File: config.mk
export PLATFORM = sky130hd
export DESIGN_NAME = digitizer_slowread
export DESIGN_NICKNAME = d
export VERILOG_FILES = /design/src/hdl/slowread_pkg.sv /design/src/hdl/digitizer_slowread.sv /design/src/hdl/slow_chain.sv /design/src/hdl/cycle_timestamp.sv /design/src/hdl/minmax_tracker.sv
export SDC_FILE = /design/constraint.sdc
export NUM_CORES = 1
export LEC_CHECK = 0
export BUFFER_PORTS_ARGS = -buffer_cell sky130_fd_sc_hd__buf_2
export CORE_MARGIN = 3
export CORE_UTILIZATION = 55
export DETAILED_ROUTE_END_ITERATION = 10
export GPL_ROUTABILITY_DRIVEN = 1
export GPL_TIMING_DRIVEN = 0
export HOLD_SLACK_MARGIN = 0.1
export PLACE_DENSITY = 0.84
export SETUP_SLACK_MARGIN = 0.2
export SLEW_MARGIN = 25
export SYNTH_ARGS = -nofsm -noshare
export SYNTH_HDL_FRONTEND = slang
export SYNTH_SLANG_ARGS = --single-unit
export TNS_END_PERCENT = 20
File: constraint.sdc
create_clock -name adc_clk -period 3.6 [get_ports adc_clk]
set_input_delay 0 -clock adc_clk [delete_from_list [all_inputs] [get_ports adc_clk]]
set_output_delay 0 -clock adc_clk [all_outputs]
set_load 0.02 [all_outputs]
File: src/hdl/slowread_pkg.sv
// Shared widths, types and strobe decode for the digitizer slow readout
package slowread_pkg;

	// ADC geometry
	localparam int n_channels   = 8;
	localparam int sample_width = 16;

	// Window start timestamp, shifted out MSB first after the image
	localparam int stamp_bytes = 4;
	localparam int stamp_width = 8 * stamp_bytes;

	// One ADC sample, two's complement
	typedef logic signed [sample_width-1:0] sample_t;

	// Channel i at bits 16i+15:16i
	typedef sample_t [n_channels-1:0] adc_word_t;

	// Extremes of one channel over a window
	typedef struct packed {
		sample_t min;
		sample_t max;
	} extremes_t;

	// Ascending range puts channel 0 at the most significant end
	typedef extremes_t [0:n_channels-1] extremes_bank_t;

	// Software tag
	typedef logic [7:0] tag_t;

	// Frozen snapshot, first byte out is the MSB
	typedef struct packed {
		extremes_bank_t extremes;
		tag_t           tag_now;
		tag_t           tag_old;
	} slow_image_t;

	localparam int image_bytes = $bits(slow_image_t) / 8;
	localparam int image_width = 8 * image_bytes;

	// What the slow chain does on a given edge
	typedef enum logic [1:0] {
		chain_hold,
		chain_load,
		chain_shift
	} chain_op_t;

	// Snap wins if both strobes show up, which the protocol forbids anyway
	function automatic chain_op_t chain_decode(input logic snap, input logic read);
		chain_op_t op;
		if (snap) begin
			op = chain_load;
		end else if (read) begin
			op = chain_shift;
		end else begin
			op = chain_hold;
		end
		return op;
	endfunction

endpackage
File: src/hdl/digitizer_slowread.sv
`timescale 1ns/100ps

// Slow readout of an eight-channel 16-bit digitizer
// Trackers feed the chain, the timestamp feeds the chain tail
module digitizer_slowread import slowread_pkg::*; (
	input  logic       adc_clk,
	input  logic       arst_n,
	// One sample per channel every cycle
	input  adc_word_t  adc_data,
	// Closes the current window and freezes the image
	input  logic       slow_snap,
	// Pops one byte from the image
	input  logic       slow_read,
	// Software tag, a level
	input  tag_t       tag_now,
	output logic [7:0] slow_chain_out
);

	// Extremes of the open window, channel 0 most significant
	extremes_bank_t extremes_bank;
	// Window start time, byte-serial
	logic [7:0]     stamp_byte;

	// One tracker per channel, all restarted by the same snap
	for (genvar ch = 0; ch < n_channels; ch++) begin : g_tracker
		minmax_tracker minmax_tracker_inst (
			.adc_clk  (adc_clk),
			.arst_n   (arst_n),
			.snap     (slow_snap),
			.sample   (adc_data[ch]),
			.extremes (extremes_bank[ch])
		);
	end

	// Start time of each window
	cycle_timestamp cycle_timestamp_inst (
		.adc_clk    (adc_clk),
		.arst_n     (arst_n),
		.snap       (slow_snap),
		.read       (slow_read),
		.stamp_byte (stamp_byte)
	);

	// Snapshot and serial readout
	slow_chain slow_chain_inst (
		.adc_clk    (adc_clk),
		.arst_n     (arst_n),
		.snap       (slow_snap),
		.read       (slow_read),
		.extremes   (extremes_bank),
		.tag_now    (tag_now),
		.stamp_byte (stamp_byte),
		.chain_out  (slow_chain_out)
	);

endmodule

File: src/hdl/slow_chain.sv
`timescale 1ns/100ps

// Snapshot image and byte-serial readout
// The image holds the previous window, so reads may run during the next window
module slow_chain import slowread_pkg::*; (
	input  logic           adc_clk,
	input  logic           arst_n,
	input  logic           snap,
	input  logic           read,
	input  extremes_bank_t extremes,
	input  tag_t           tag_now,
	input  logic [7:0]     stamp_byte,
	output logic [7:0]     chain_out
);

	// Frozen snapshot, shifts left a byte per read
	slow_image_t            image;
	// Flat view for byte slicing
	logic [image_width-1:0] image_flat;
	// Tag as of the previous snap, marks window start
	tag_t                   tag_old;
	// Registered output byte
	logic [7:0]             out_q;
	chain_op_t              op;

	assign op         = chain_decode(snap, read);
	assign image_flat = image;

	always_ff @(posedge adc_clk or negedge arst_n) begin
		if (!arst_n) begin
			image   <= '0;
			tag_old <= '0;
			out_q   <= '0;
		end else begin
			case (op)
				chain_load: begin
					// tag_now marks window end, tag_old marks window start
					image   <= {extremes, tag_now, tag_old};
					tag_old <= tag_now;
				end
				chain_shift: begin
					// Top byte out, timestamp byte in at the bottom
					out_q <= image_flat[image_width-1 -: 8];
					image <= {image_flat[image_width-9:0], stamp_byte};
				end
				default: begin
					// Hold
				end
			endcase
		end
	end

	// Valid from the edge after the read strobe
	assign chain_out = out_q;

	// A snap during a read would drop a byte or load a torn image
	a_no_snap_read: assert property (
		@(posedge adc_clk) disable iff (!arst_n)
		!(snap && read)
	);

	// First read after a snap returns the top byte of channel 0 min
	a_out_after_load: assert property (
		@(posedge adc_clk) disable iff (!arst_n)
		snap ##1 read |=> (chain_out == $past(extremes[0].min[sample_width-1 -: 8], 2))
	);

endmodule

File: src/hdl/cycle_timestamp.sv
`timescale 1ns/100ps

// Free-running cycle counter with window start capture
// Start time of the closed window is shifted out one byte per read
module cycle_timestamp import slowread_pkg::*; (
	input  logic       adc_clk,
	input  logic       arst_n,
	input  logic       snap,
	input  logic       read,
	output logic [7:0] stamp_byte
);

	// Zero in the first cycle after reset release
	logic [stamp_width-1:0]      count;
	// Count at the snap that opened the current window
	logic [stamp_width-1:0]      start;
	// Byte shifter, top byte feeds the slow chain tail
	logic [stamp_bytes-1:0][7:0] shifter;
	chain_op_t                   op;

	assign op = chain_decode(snap, read);

	// Counter runs every cycle, wraps silently
	always_ff @(posedge adc_clk or negedge arst_n) begin
		if (!arst_n) begin
			count <= '0;
		end else begin
			count <= count + 1'b1;
		end
	end

	always_ff @(posedge adc_clk or negedge arst_n) begin
		if (!arst_n) begin
			start   <= '0;
			shifter <= '0;
		end else begin
			case (op)
				chain_load: begin
					// Freeze the closing window start, record the new one
					shifter <= start;
					start   <= count;
				end
				chain_shift: begin
					// Zero fill, so reads past the stamp return zero
					shifter <= {shifter[stamp_bytes-2:0], 8'h00};
				end
				default: begin
					// Hold
				end
			endcase
		end
	end

	// MSB first, moves in lockstep with the image shift
	assign stamp_byte = shifter[stamp_bytes-1];

	// Snap and read share one decode, they must never overlap
	a_no_snap_read: assert property (
		@(posedge adc_clk) disable iff (!arst_n)
		!(snap && read)
	);

endmodule

File: src/hdl/minmax_tracker.sv
`timescale 1ns/100ps

// Running signed min and max of one ADC channel
// Each snap closes the current window and opens the next one
module minmax_tracker import slowread_pkg::*; (
	input  logic      adc_clk,
	input  logic      arst_n,
	input  logic      snap,
	input  sample_t   sample,
	output extremes_t extremes
);

	// Low only during the first cycle after reset release
	logic      started;
	// Registered extremes, include the sample from one cycle back
	extremes_t ext_q;
	// Start a fresh window with the current sample
	logic      reload;

	// Window 0 opens on the first cycle after reset without a snap
	assign reload = snap || !started;

	always_ff @(posedge adc_clk or negedge arst_n) begin
		if (!arst_n) begin
			started <= 1'b0;
			ext_q   <= '0;
		end else begin
			started <= 1'b1;
			if (reload) begin
				// Single sample is both min and max
				ext_q.min <= sample;
				ext_q.max <= sample;
			end else begin
				// Signed compares, sample_t is declared signed
				if (sample < ext_q.min) begin
					ext_q.min <= sample;
				end
				if (sample > ext_q.max) begin
					ext_q.max <= sample;
				end
			end
		end
	end

	// At a snap edge this is exactly the window just closed
	assign extremes = ext_q;

	// Once any sample has been taken the extremes stay ordered
	a_min_le_max: assert property (
		@(posedge adc_clk) disable iff (!arst_n)
		started |-> (ext_q.min <= ext_q.max)
	);

endmodule

# After elaboration in Yosys (flattened, before gate mapping)
# Index checks and enable logic that the tools add are counted.
# totals
out_inout_bits	8
rom_bits	0
input_bits	140
latchBits	0
regBits	641
memories	0
ram_bits	0
elab_cells	109
# op_classes
magnitude_cmp	16
multipliers	0
n_addsub	1
n_reduce_logical	19
shift	0
div_mod_pow	0
mux	28
eq_ne	2
bitwise_logic	0
# ops
operator	count
$pmux 272 s2	1
$mux 16	16
$mux 32	8
$gt 16x16->1	8
$lt 16x16->1	8
$pmux 32 s2	1
$reduce_bool 2->1	17
$add 32x1->32 const B	1
$mux 2	2
$eq 2x1->1 const B	1
$eq 2x2->1 const B	1
$logic_not 1->1	1
$logic_or 1x1->1	1

# Depth between registers and ports, before layout
# Gate-level depths: netlist of run 1.
# logic_depth
word_depth	4
depth_mapped	11
depth_no_buf	9

# Cells and area by module
# From an unflattened synthesis of run 1, not the netlist that was laid out.
# hier_totals
cells_unflattened	2997
hier_area_um2	33878.7
# by_module_without_submodules
mod	cells_per_inst	instances	area_per_inst_um2
minmax_tracker	182	8	2109.5
slow_chain	1222	1	12988.7
cycle_timestamp	319	1	4013.8

# Least setup slack after synthesis of run 1
# Ideal clock, no wire load.
# synth_path
path_kind	register to register
startpoint	reg g_tracker[5].minmax_tracker_inst.ext_q (netlist bit g_tracker[5].minmax_tracker_inst.extremes[5])
endpoint	reg g_tracker[5].minmax_tracker_inst.ext_q (netlist bit g_tracker[5].minmax_tracker_inst.extremes[10])
t_arrival_ps	2330
path_stages_with_launch	11
setup_time_ps	125
setup_slack_ps	1145
n_path_buf	1
path_cell_list	dfrtp_1 > inv_1 > ha_1 > a21oi_1 > o21ai_0 > a221o_1 > nor4_1 > nor2_1 > nor3_2 > buf_6 > mux2_2
# synth_between
elab_chain_len	2
# synth_lines
element	line	text
start, declared	minmax_tracker.sv:16	extremes_t ext_q;
$gt 16x16->1	minmax_tracker.sv:38	if (sample > ext_q.max) begin
$reduce_bool 2->1 (no source line)	--	
# Every way passes these cells.
# A chain may end at the register's enable or synchronous reset.

# Final worst setup path of run 1
# layout_path
startpoint	reg g_tracker[5].minmax_tracker_inst.ext_q (netlist bit g_tracker[5].minmax_tracker_inst.extremes[15])
endpoint	reg g_tracker[5].minmax_tracker_inst.ext_q (netlist bit g_tracker[5].minmax_tracker_inst.extremes[7])
# Same word-level chain as after synthesis.

==> out/metrics.yaml, run 1 <==
endpoint_kind: "flop"
hpwlAfterDp_um: 59200
fin_crit_sh: 0.837
hold_class: "input port to flop"
grt_pass1_vias: 25300
p_int_mw: 13.6
detail_route.wl_per_cell_um: 20.3
syn_nets: 3381
ant_nets: 0
cts.clk_slew.worst_paths_ps: 60
wirelength_um: 84700
critPathMostFrequentCell: "inv_1"
synth_ff_type: "dfrtp_1"
slew_headroom: 0.216
design.die.area_sq_um: 62700
drt_iter0_drc: 1817
portBuffers: 145
synth_top_area_cell: "dfrtp_1"
clkPwrFrac: 0.387
cap_violations: 0
seqPwrFrac: 0.457
power_frac_comb: 0.157
cp_max_fo: 10
status: "finished clean"
irDropWorstVdd_v: 0.000486
cp_cell_sequence: "inv_1 -> ha_1 -> nand4_1 -> nor4_1 -> inv_1 -> o21ai_0 -> nor2_1 -> nor3_2 -> buf_6 -> mux2_2"
synth-async-reset-ratio: 1.00
swShare: 0.273
setup_viol_count_final: 0
post_synth_fa_ha_maj_area_fraction: 0.0949
synth_top_family_by_area: "multiplexers"
synth_edf_count: 0
arrival_ps: 3490
cts_resized: 0
synthMuxAreaShare: 0.195
fmax_mhz: 332
slowest_delay_ps: 520
leakage_nw: 18.9
syn_inst: 2992
worstSetupStartpointType: "flop"
grt.total_usage: 0.272
drc: 0
synth-xor-area-share: 0.00800
start_util: 0.563
layout-drive-gt1-share: 0.176
drt_pass1_iterations: 5
power.net_switching_mw: 5.11
cts.sinks: 641
p_per_area_nw_per_um2: 486
maxSlewViolCount: 0
io_pins: 148
grt_pass1_wl_um: 137000
die_w_um: 250
vias: 24300
rows: 88
netlist_top_cells_area: "dfrtp_1 49%, mux2_2 10%, ha_1 9.5%, mux2i_1 9.2%, o21ai_0 4.9%"
hold_violations: 0
cts_buffers: 69
synth_compound_area_frac: 0.0934
grt-ovfl-total: 0
rsz0062_at_grt: "no"
placed_cells: 3910
cp_slowest_cell: "nor3_2"
nets: 3745
cts_setup_buffers: 0
ys_seq_elements: 641
cts_max_path_buffers: 3
worst_slew_pin_slew_ps: 1180
fin_util: 0.659
synth-simple-area-share: 0.0711
synth_top_area_frac: 0.488
synth_commonest_cells: "641 x dfrtp_1, 363 x nand2_1, 322 x o21ai_0, 301 x mux2i_1, 291 x mux2_2"
yosysSeqAreaShare: 0.488
holdBufCountCts: 140
period_needed_ps: 3010
synth.distinct_cells: 51
placed_cell_area_sq_um: 34700
synth.most_common_cell: "dfrtp_1"
die_height_um: 250
routabilityCongestion: 0.880
grt_antenna_before_repair: 3
syn-cell-area_sq_um: 32800
syn-mean-instance-area_sq_um: 11.0
worst-setup-path-type: "flop to flop"
ctsRootBufferMaster: "clkbuf_16"
vias_per_cell: 5.81
fin_area_sq_um: 38500
final.setup_skew_ps: 15.4
htreeDepth: 3
area_growth_pct: 17.2
core_area_sq_um: 58400
tns_ps: 0
grt_max_degree: 91
required_ps: 4080
cts_tree: "yes"
instances_no_fill: 4177
clkLatencyLatePin_ps: 610
yosysWarnings: 0
metal layers:
metal	global-route usage	share of wire	wire length [um]
met3	0.0450	0.058	4920
met1	0.354	0.42	35200
met5	0	0	0
met2	0.459	0.49	41500
met4	0.0989	0.036	3090
through the flow:
stage / setup slack [ps] / total power, mW / hold slack [ps]
final: 586 / 18.7 / 222
after global routing: 351 / 19.5 / 234
after CTS: 571 / 18.7 / 195
after detailed placement: 593 / 11.4 / 57.8
after global placement: -10700 / 11.2 / 276
after floorplan: 1150 / 10.3 / -296
area by class of cell:
cell class / count / area [sq um]
tap: 765 / 957
antenna: 4 / 10.0
sequential: 641 / 16000
multi-input combinational: 1947 / 15200
fill: 4122 / 19900
timing repair buffer: 293 / 2360
clock inverter: 15 / 185
inverter: 273 / 1020
buffer: 131 / 587
clock buffer: 108 / 2120
worst paths after layout:
path / slack (ps) / start / cells after the start / endpoint
max reg2reg: 590 / g_tracker[5].minmax_tracker_inst.extremes[15] / 10 / g_tracker[5].minmax_tracker_inst.extremes[7]
min: 220 / adc_data[99] / 3 / g_tracker[6].minmax_tracker_inst.extremes[3]
max in group asynchronous: 1730 / arst_n / 6 / g_tracker[4].minmax_tracker_inst.extremes[29]
max: 590 / g_tracker[5].minmax_tracker_inst.extremes[15] / 10 / g_tracker[5].minmax_tracker_inst.extremes[7]
min in group asynchronous: 590 / arst_n / 4 / g_tracker[0].minmax_tracker_inst.extremes[23]
min reg2reg: 480 / cycle_timestamp_inst.count[16] / 1 / cycle_timestamp_inst.count[16]
cell families (layout without fill, tap and decap cells):
logic type                 count (synthesis)  count (layout)
DFF                                      641             641
muxes                                    597             597
and+or+nand+nor                          537             537
AOI/OAI and AO/OA                        533             533
buffers and inverters                    404             820
adders and majority gates                249             249
xor gates and xnor gates                  30              30
other                                      1               5
state kept, by name, summed over array words and instances (netlist names):
name,flops
g_tracker.minmax_tracker_inst.started,1
g_tracker.minmax_tracker_inst.extremes,256
slow_chain_inst.chain_out,8
cycle_timestamp_inst.start,32
cycle_timestamp_inst.shifter,24
slow_chain_inst.tag_old,8
cycle_timestamp_inst.count,32
slow_chain_inst.image,272
cycle_timestamp_inst.stamp_byte,8
power by group through the flow:
stage | clock network, mW | registers (mW) | logic (mW)
6_report | 7.24 | 8.54 | 2.93
5_1_grt | 7.60 | 8.60 | 3.29
4_1_cts | 7.30 | 8.52 | 2.91
3_5_place_dp | 0 | 8.63 | 2.75
3_3_place_gp | 0 | 8.61 | 2.59
2_1_floorplan | 0 | 8.40 | 1.88
critical path, delay by kind of cell (launching register included):
family	cells	cell delay, ps
flip-flops	1	410
buffers and inverters	3	380
AND/OR/NAND/NOR	4	1260
adder cells (fa/ha/maj)	1	320
multiplexers	1	350
AO/OA/AOI/OAI	1	170
layout by cell type (no fill, tap or decap), types with 7 or more instances in the layout:
master	synthesis	layout
xor2_1	7	7
xnor2_1	23	23
nand3_1	23	23
nor2_1	28	28
a21o_1	30	30
dfrtp_1	641	641
clkbuf_1	85	103
clkbuf_8	0	16
a211oi_1	7	7
ha_1	249	249
buf_16	0	8
nand2b_1	9	9
clkbuf_16	0	73
a22o_1	8	8
buf_2	15	159
o21ai_0	322	322
o21a_1	17	17
nor2b_1	8	7
mux2i_1	301	301
nand2_1	363	363
o211ai_1	7	7
a21oi_1	98	98
inv_1	273	273
mux2_2	291	291
and3_1	7	7
o41ai_2	7	7
buf_6	9	10
clkinv_2	0	8
nor3_1	30	30
nand4_1	51	51
dlygate4sd3_1	0	139
buf_1	20	20
Power figures use the tool's default switching activity.
==> run 2, diff against run 1 <==
Clock period 3.6 ns to 3 ns, I/O delays scaled along.
==> out/metrics.yaml, run 2 (synthesized netlist as in run 1, its figures left out) <==
design.die.area_sq_um: 62700
cts.sinks: 641
worstSetupStartpointType: "flop"
required_ps: 3480
grt_antenna_before_repair: 3
cts_tree: "yes"
status: "finished clean"
detail_route.wl_per_cell_um: 20.2
multi_input_comb_area_sq_um: 15200
worst_slew_pin_slew_ps: 1150
leakage_nw: 19.0
ctsRootBufferMaster: "clkbuf_16"
htreeDepth: 3
core_area_sq_um: 58400
final.setup_skew_ps: 18.4
cp_slowest_cell: "dfrtp_1"
area.sequential_sq_um: 16000
die_w_um: 250
rows: 88
fin_crit_sh: 0.951
slowest_delay_ps: 420
grt_pass1_wl_um: 137000
layout_commonest_cell: "dfrtp_1"
tns_ps: 0
drt_pass1_iterations: 5
grt_pass1_vias: 25300
setup_viol_count_final: 0
period_needed_ps: 2850
worst-setup-path-type: "flop to flop"
ant_nets: 0
grt.total_usage: 0.271
fin_hold_ws_ps: 223
routabilityCongestion: 0.880
cts.clk_slew.worst_paths_ps: 60
grt_max_degree: 91
worst_slack_ps: 147
top_register: "slow_chain_inst.image"
fmax_mhz: 351
area_growth_pct: 17.5
wirelength_um: 84800
cts_buffers: 69
slew_headroom: 0.234
grt-ovfl-total: 0
drc: 0
rsz0062_at_grt: "yes"
cts_max_path_buffers: 3
hold_violations: 0
hpwlAfterDp_um: 59200
irDropWorstVdd_v: 0.000585
layout-drive-gt1-share: 0.181
start_util: 0.563
drt_iter0_drc: 1856
maxSlewViolCount: 0
nets: 3760
vias_per_cell: 5.81
largest_reg_flops: 272
cp_cell_sequence: "inv_1 -> ha_1 -> nand4_1 -> nor2_1 -> o41ai_1 -> o41ai_2 -> nor3_1 -> a211oi_4 -> buf_6 -> mux2_2"
vias: 24300
die_height_um: 250
cp_max_fo: 10
arrival_ps: 3330
dp_slack_ps: -7.45
hold_class: "input port to flop"
clkLatencyLatePin_ps: 610
endpoint_kind: "flop"
cap_violations: 0
final_cell_mix: "641 x dfrtp_1, 363 x nand2_1, 322 x o21ai_0, 301 x mux2i_1, 291 x mux2_2"
portBuffers: 145
io_pins: 148
p_per_area_nw_per_um2: 583
nFillCells: 4106
-- run 2: power by group --
group          switching [mW]  leakage, nW  internal (mW)  total, mW
combinational            1.91         10.0           1.63       3.54
sequential              0.735         7.80           9.52       10.3
clock                    3.49         1.13           5.19       8.68
total                    6.14         19.0           16.3       22.5
-- run 2: path summary, 6_finish.rpt --
check	startpoint	slack, ps	depth (start not counted)	end
hold / removal	adc_data[99]	220	3	g_tracker[6].minmax_tracker_inst.extremes[3]
max in group asynchronous	arst_n	710	6	g_tracker[4].minmax_tracker_inst.extremes[29]
setup reg to reg	g_tracker[3].minmax_tracker_inst.extremes[31]	150	10	g_tracker[3].minmax_tracker_inst.extremes[24]
setup / recovery	g_tracker[3].minmax_tracker_inst.extremes[31]	150	10	g_tracker[3].minmax_tracker_inst.extremes[24]
hold reg to reg	cycle_timestamp_inst.count[16]	480	1	cycle_timestamp_inst.count[16]
min in group asynchronous	arst_n	540	3	slow_chain_inst.chain_out[1]
-- run 2: final cells by class --
type	count	area share
timing repair buffer	308	0.0635
tap	765	0.0248
inverter	273	0.0266
clock inverter	15	0.00480
buffer	131	0.0152
antenna	3	0.000195
clock buffer	108	0.0549
multi-input combinational	1947	0.394
sequential	641	0.416
-- run 2: repair_timing --
action	CTS	global route
cloned	0	1
buffers inserted	2	13
hold buffers	139	0
hold endpoints to repair	582	0
pin swaps	2	3
setup endpoints to repair	38	128
resized for setup	3	1
-- run 2: layer usage --
layer / routed length, um / share of wire / GRT usage / vias up
met5: 0 / 0 / 0 / -
met4: 3100 / 0.037 / 0.0994 / 0
met3: 4960 / 0.058 / 0.0456 / 192
met2: 41700 / 0.49 / 0.459 / 769
met1: 35100 / 0.41 / 0.353 / 12200
li1: - / - / - / 11200
-- run 2: metrics by stage --
| stage | total power, mW | cells | instance area (sq um) | util |
|---|---|---|---|---|
| after global placement | 13.4 | 3902 | 34500 | 0.592 |
| after floorplan | 12.3 | 2992 | 32800 | - |
| after CTS | 22.5 | 4174 | 38500 | 0.659 |
| after global routing | 23.4 | 4191 | 38600 | 0.661 |
| final | 22.5 | 4191 | 38600 | 0.661 |
| after detailed placement | 13.7 | 3910 | 34700 | 0.595 |
-- run 2: critical path: cells and delay by family, from the launching register on --
family	cells	cell delay (ps)
mux	1	350
fa+ha+maj	1	290
simple gates	3	460
flops	1	420
compound gates	3	930
buf+inv	2	290
==> run 3, diff against run 2 <==
Settings changed: ABC_AREA set to 1.
==> out/metrics.yaml, run 3 <==
cts_tree: "yes"
irDropWorstVdd_v: 0.000445
drt_iter0_drc: 3464
design_power_total_mw: 24.0
instances_no_fill: 5056
drt_pass1_iterations: 9
worstSetupStartpointType: "flop"
ctsRootBufferMaster: "clkbuf_16"
synth-async-reset-ratio: 1.00
cts.sinks: 641
die_w_um: 251
critPathMostFrequentCell: "buf_2"
grt-ovfl-total: 0
synth_top_area_frac: 0.487
vias: 29900
ys_seq_elements: 641
grt.total_usage: 0.321
maxSlewViolCount: 0
rsz0062_at_grt: "no"
rows: 89
synth.distinct_cells: 33
syn_nets: 4246
drc: 0
synth.most_common_cell: "nand2_1"
cap_violations: 0
cts_max_path_buffers: 3
yosysWarnings: 0
syn_inst: 3857
cp_slowest_cell: "buf_2"
critPathBufInv: 4
largest_reg_flops: 272
holdBufCountCts: 140
grt_pass1_vias: 29300
io_pins: 148
fmax_mhz: 413
wirelength_um: 101000
placed_cells: 4784
cp_max_fo: 10
portBuffers: 146
design.die.area_sq_um: 62900
yosysSeqAreaShare: 0.487
syn-mean-instance-area_sq_um: 8.55
fin_crit_sh: 0.807
ant_nets: 0
final_cell_mix: "1,302 x nand2_1, 641 x dfrtp_1, 462 x inv_1, 249 x ha_1, 228 x buf_2"
area_growth_pct: 17.5
routabilityCongestion: 0.914
final.setup_skew_ps: 21.0
slew_headroom: 0.281
vias_per_cell: 5.92
fin_hold_ws_ps: 170
endpoint_kind: "flop"
p_per_area_nw_per_um2: 619
worst-setup-path-type: "flop to flop"
netlist_top_cells_area: "dfrtp_1 49%, nand2_1 15%, ha_1 9.5%, inv_1 5.3%, o211ai_1 3.0%"
cts_buffers: 71
die_height_um: 251
start_util: 0.558
grt_pass1_wl_um: 160000
worst_slew_pin_slew_ps: 1080
period_needed_ps: 2420
cts.clk_slew.worst_paths_ps: 70
layout-drive-gt1-share: 0.100
placed_cell_area_sq_um: 34900
grt_max_degree: 94
top_register: "slow_chain_inst.image"
fin_area_sq_um: 38700
leakage_nw: 19.8
synth_top_area_cell: "dfrtp_1"
core_area_sq_um: 59100
cts_resized: 0
syn-cell-area_sq_um: 33000
hpwlAfterDp_um: 70300
nets: 4613
hold_violations: 0
status: "finished clean"
setup_viol_count_final: 0
required_ps: 3550
detail_route.wl_per_cell_um: 20.0
layout_commonest_cell: "nand2_1"
synth_edf_count: 0
hold_class: "input port to flop"
cp_top_family: "buffers and inverters"
grt_antenna_before_repair: 0
clkLatencyLatePin_ps: 630
slowest_delay_ps: 620
cts_setup_buffers: 0
cp_cell_sequence: "inv_1 -> nor2_1 -> buf_2 -> buf_2 -> buf_2 -> nand3_1 -> nand2_1"
arrival_ps: 2970
tns_ps: 0
synth_ff_type: "dfrtp_1"
rrSetupSlack_ps: 580
synth_commonest_cells: "1,302 x nand2_1, 641 x dfrtp_1, 462 x inv_1, 249 x ha_1, 186 x nand3_1"
htreeDepth: 3
## run 3: changes by cell type after synthesis, sizes merged, moves of 23 or more
cell    change
mux2i     -306
o21ai     -226
nand2     +965
mux2      -291
nor2       +45
nand3     +179
o221ai    +109
inv       +196
nand4     +100
buf        +64
o211ai    +126
a22oi      +35
a21o       -23
## run 3: final timing paths
path / start / depth (start not counted) / endpoint
worst min-delay path: adc_data[0] / 4 / g_tracker[0].minmax_tracker_inst.extremes[16]
min in group asynchronous: arst_n / 4 / g_tracker[4].minmax_tracker_inst.extremes[11]
worst max-delay path: g_tracker[7].minmax_tracker_inst.started / 7 / g_tracker[2].minmax_tracker_inst.extremes[12]
worst min register to register: slow_chain_inst.tag_old[5] / 2 / slow_chain_inst.tag_old[5]
max in group asynchronous: arst_n / 6 / slow_chain_inst.chain_out[3]
worst max register to register: g_tracker[7].minmax_tracker_inst.started / 7 / g_tracker[2].minmax_tracker_inst.extremes[12]
## run 3: cell families after synthesis
| logic type | Yosys count | synth area share |
|---|---|---|
| compound gates | 493 | 0.102 |
| xor+xnor | 30 | 0.00797 |
| fa+ha+maj | 249 | 0.0945 |
| buf+inv | 648 | 0.0780 |
| flops | 641 | 0.487 |
| other cells | 1 | 0.000114 |
| simple gates | 1795 | 0.231 |
## run 3: per-layer routing
layer  vias up  routed length (um)  global-route usage
met1     14400               40000               0.433
met4         0                5450               0.153
li1      13500                   -                   -
met3       354               10300              0.0680
met2      1630               45600               0.501
met5         -                   0                   0
## run 3: worst reg2reg max path: stages (launching register included)
cell and delay [ps]:
dfrtp_1 320, inv_1 30, nor2_1 120, buf_2 620, buf_2 500, buf_2 480, nand3_1 170, nand2_1 110
## run 3: layout make-up
type                            instances  area (sq um)
Clock inverter                         37           393
Buffer                                179           810
Sequential cell                       641         16000
Multi-Input combinational cell       2568         14400
Tap cell                              773           967
Fill cell                            4404         20400
Clock buffer                           93          2030
Timing Repair Buffer                  294          2380
Antenna cell                            2          5.00
Inverter                              469          1760
## run 3: stage by stage
step                      setup WS (ps)   util
after floorplan                    1180      -
after global placement           -11390  0.586
after detailed placement            666  0.590
after CTS                           648  0.655
after global routing                519  0.655
final                               580  0.655
## run 3: power breakdown
group	internal, mW	switching (mW)	leakage (nW)	total (mW)
registers	9.65	0.624	7.90	10.3
logic	1.58	3.07	10.7	4.65
clock network	5.27	3.80	1.20	9.06
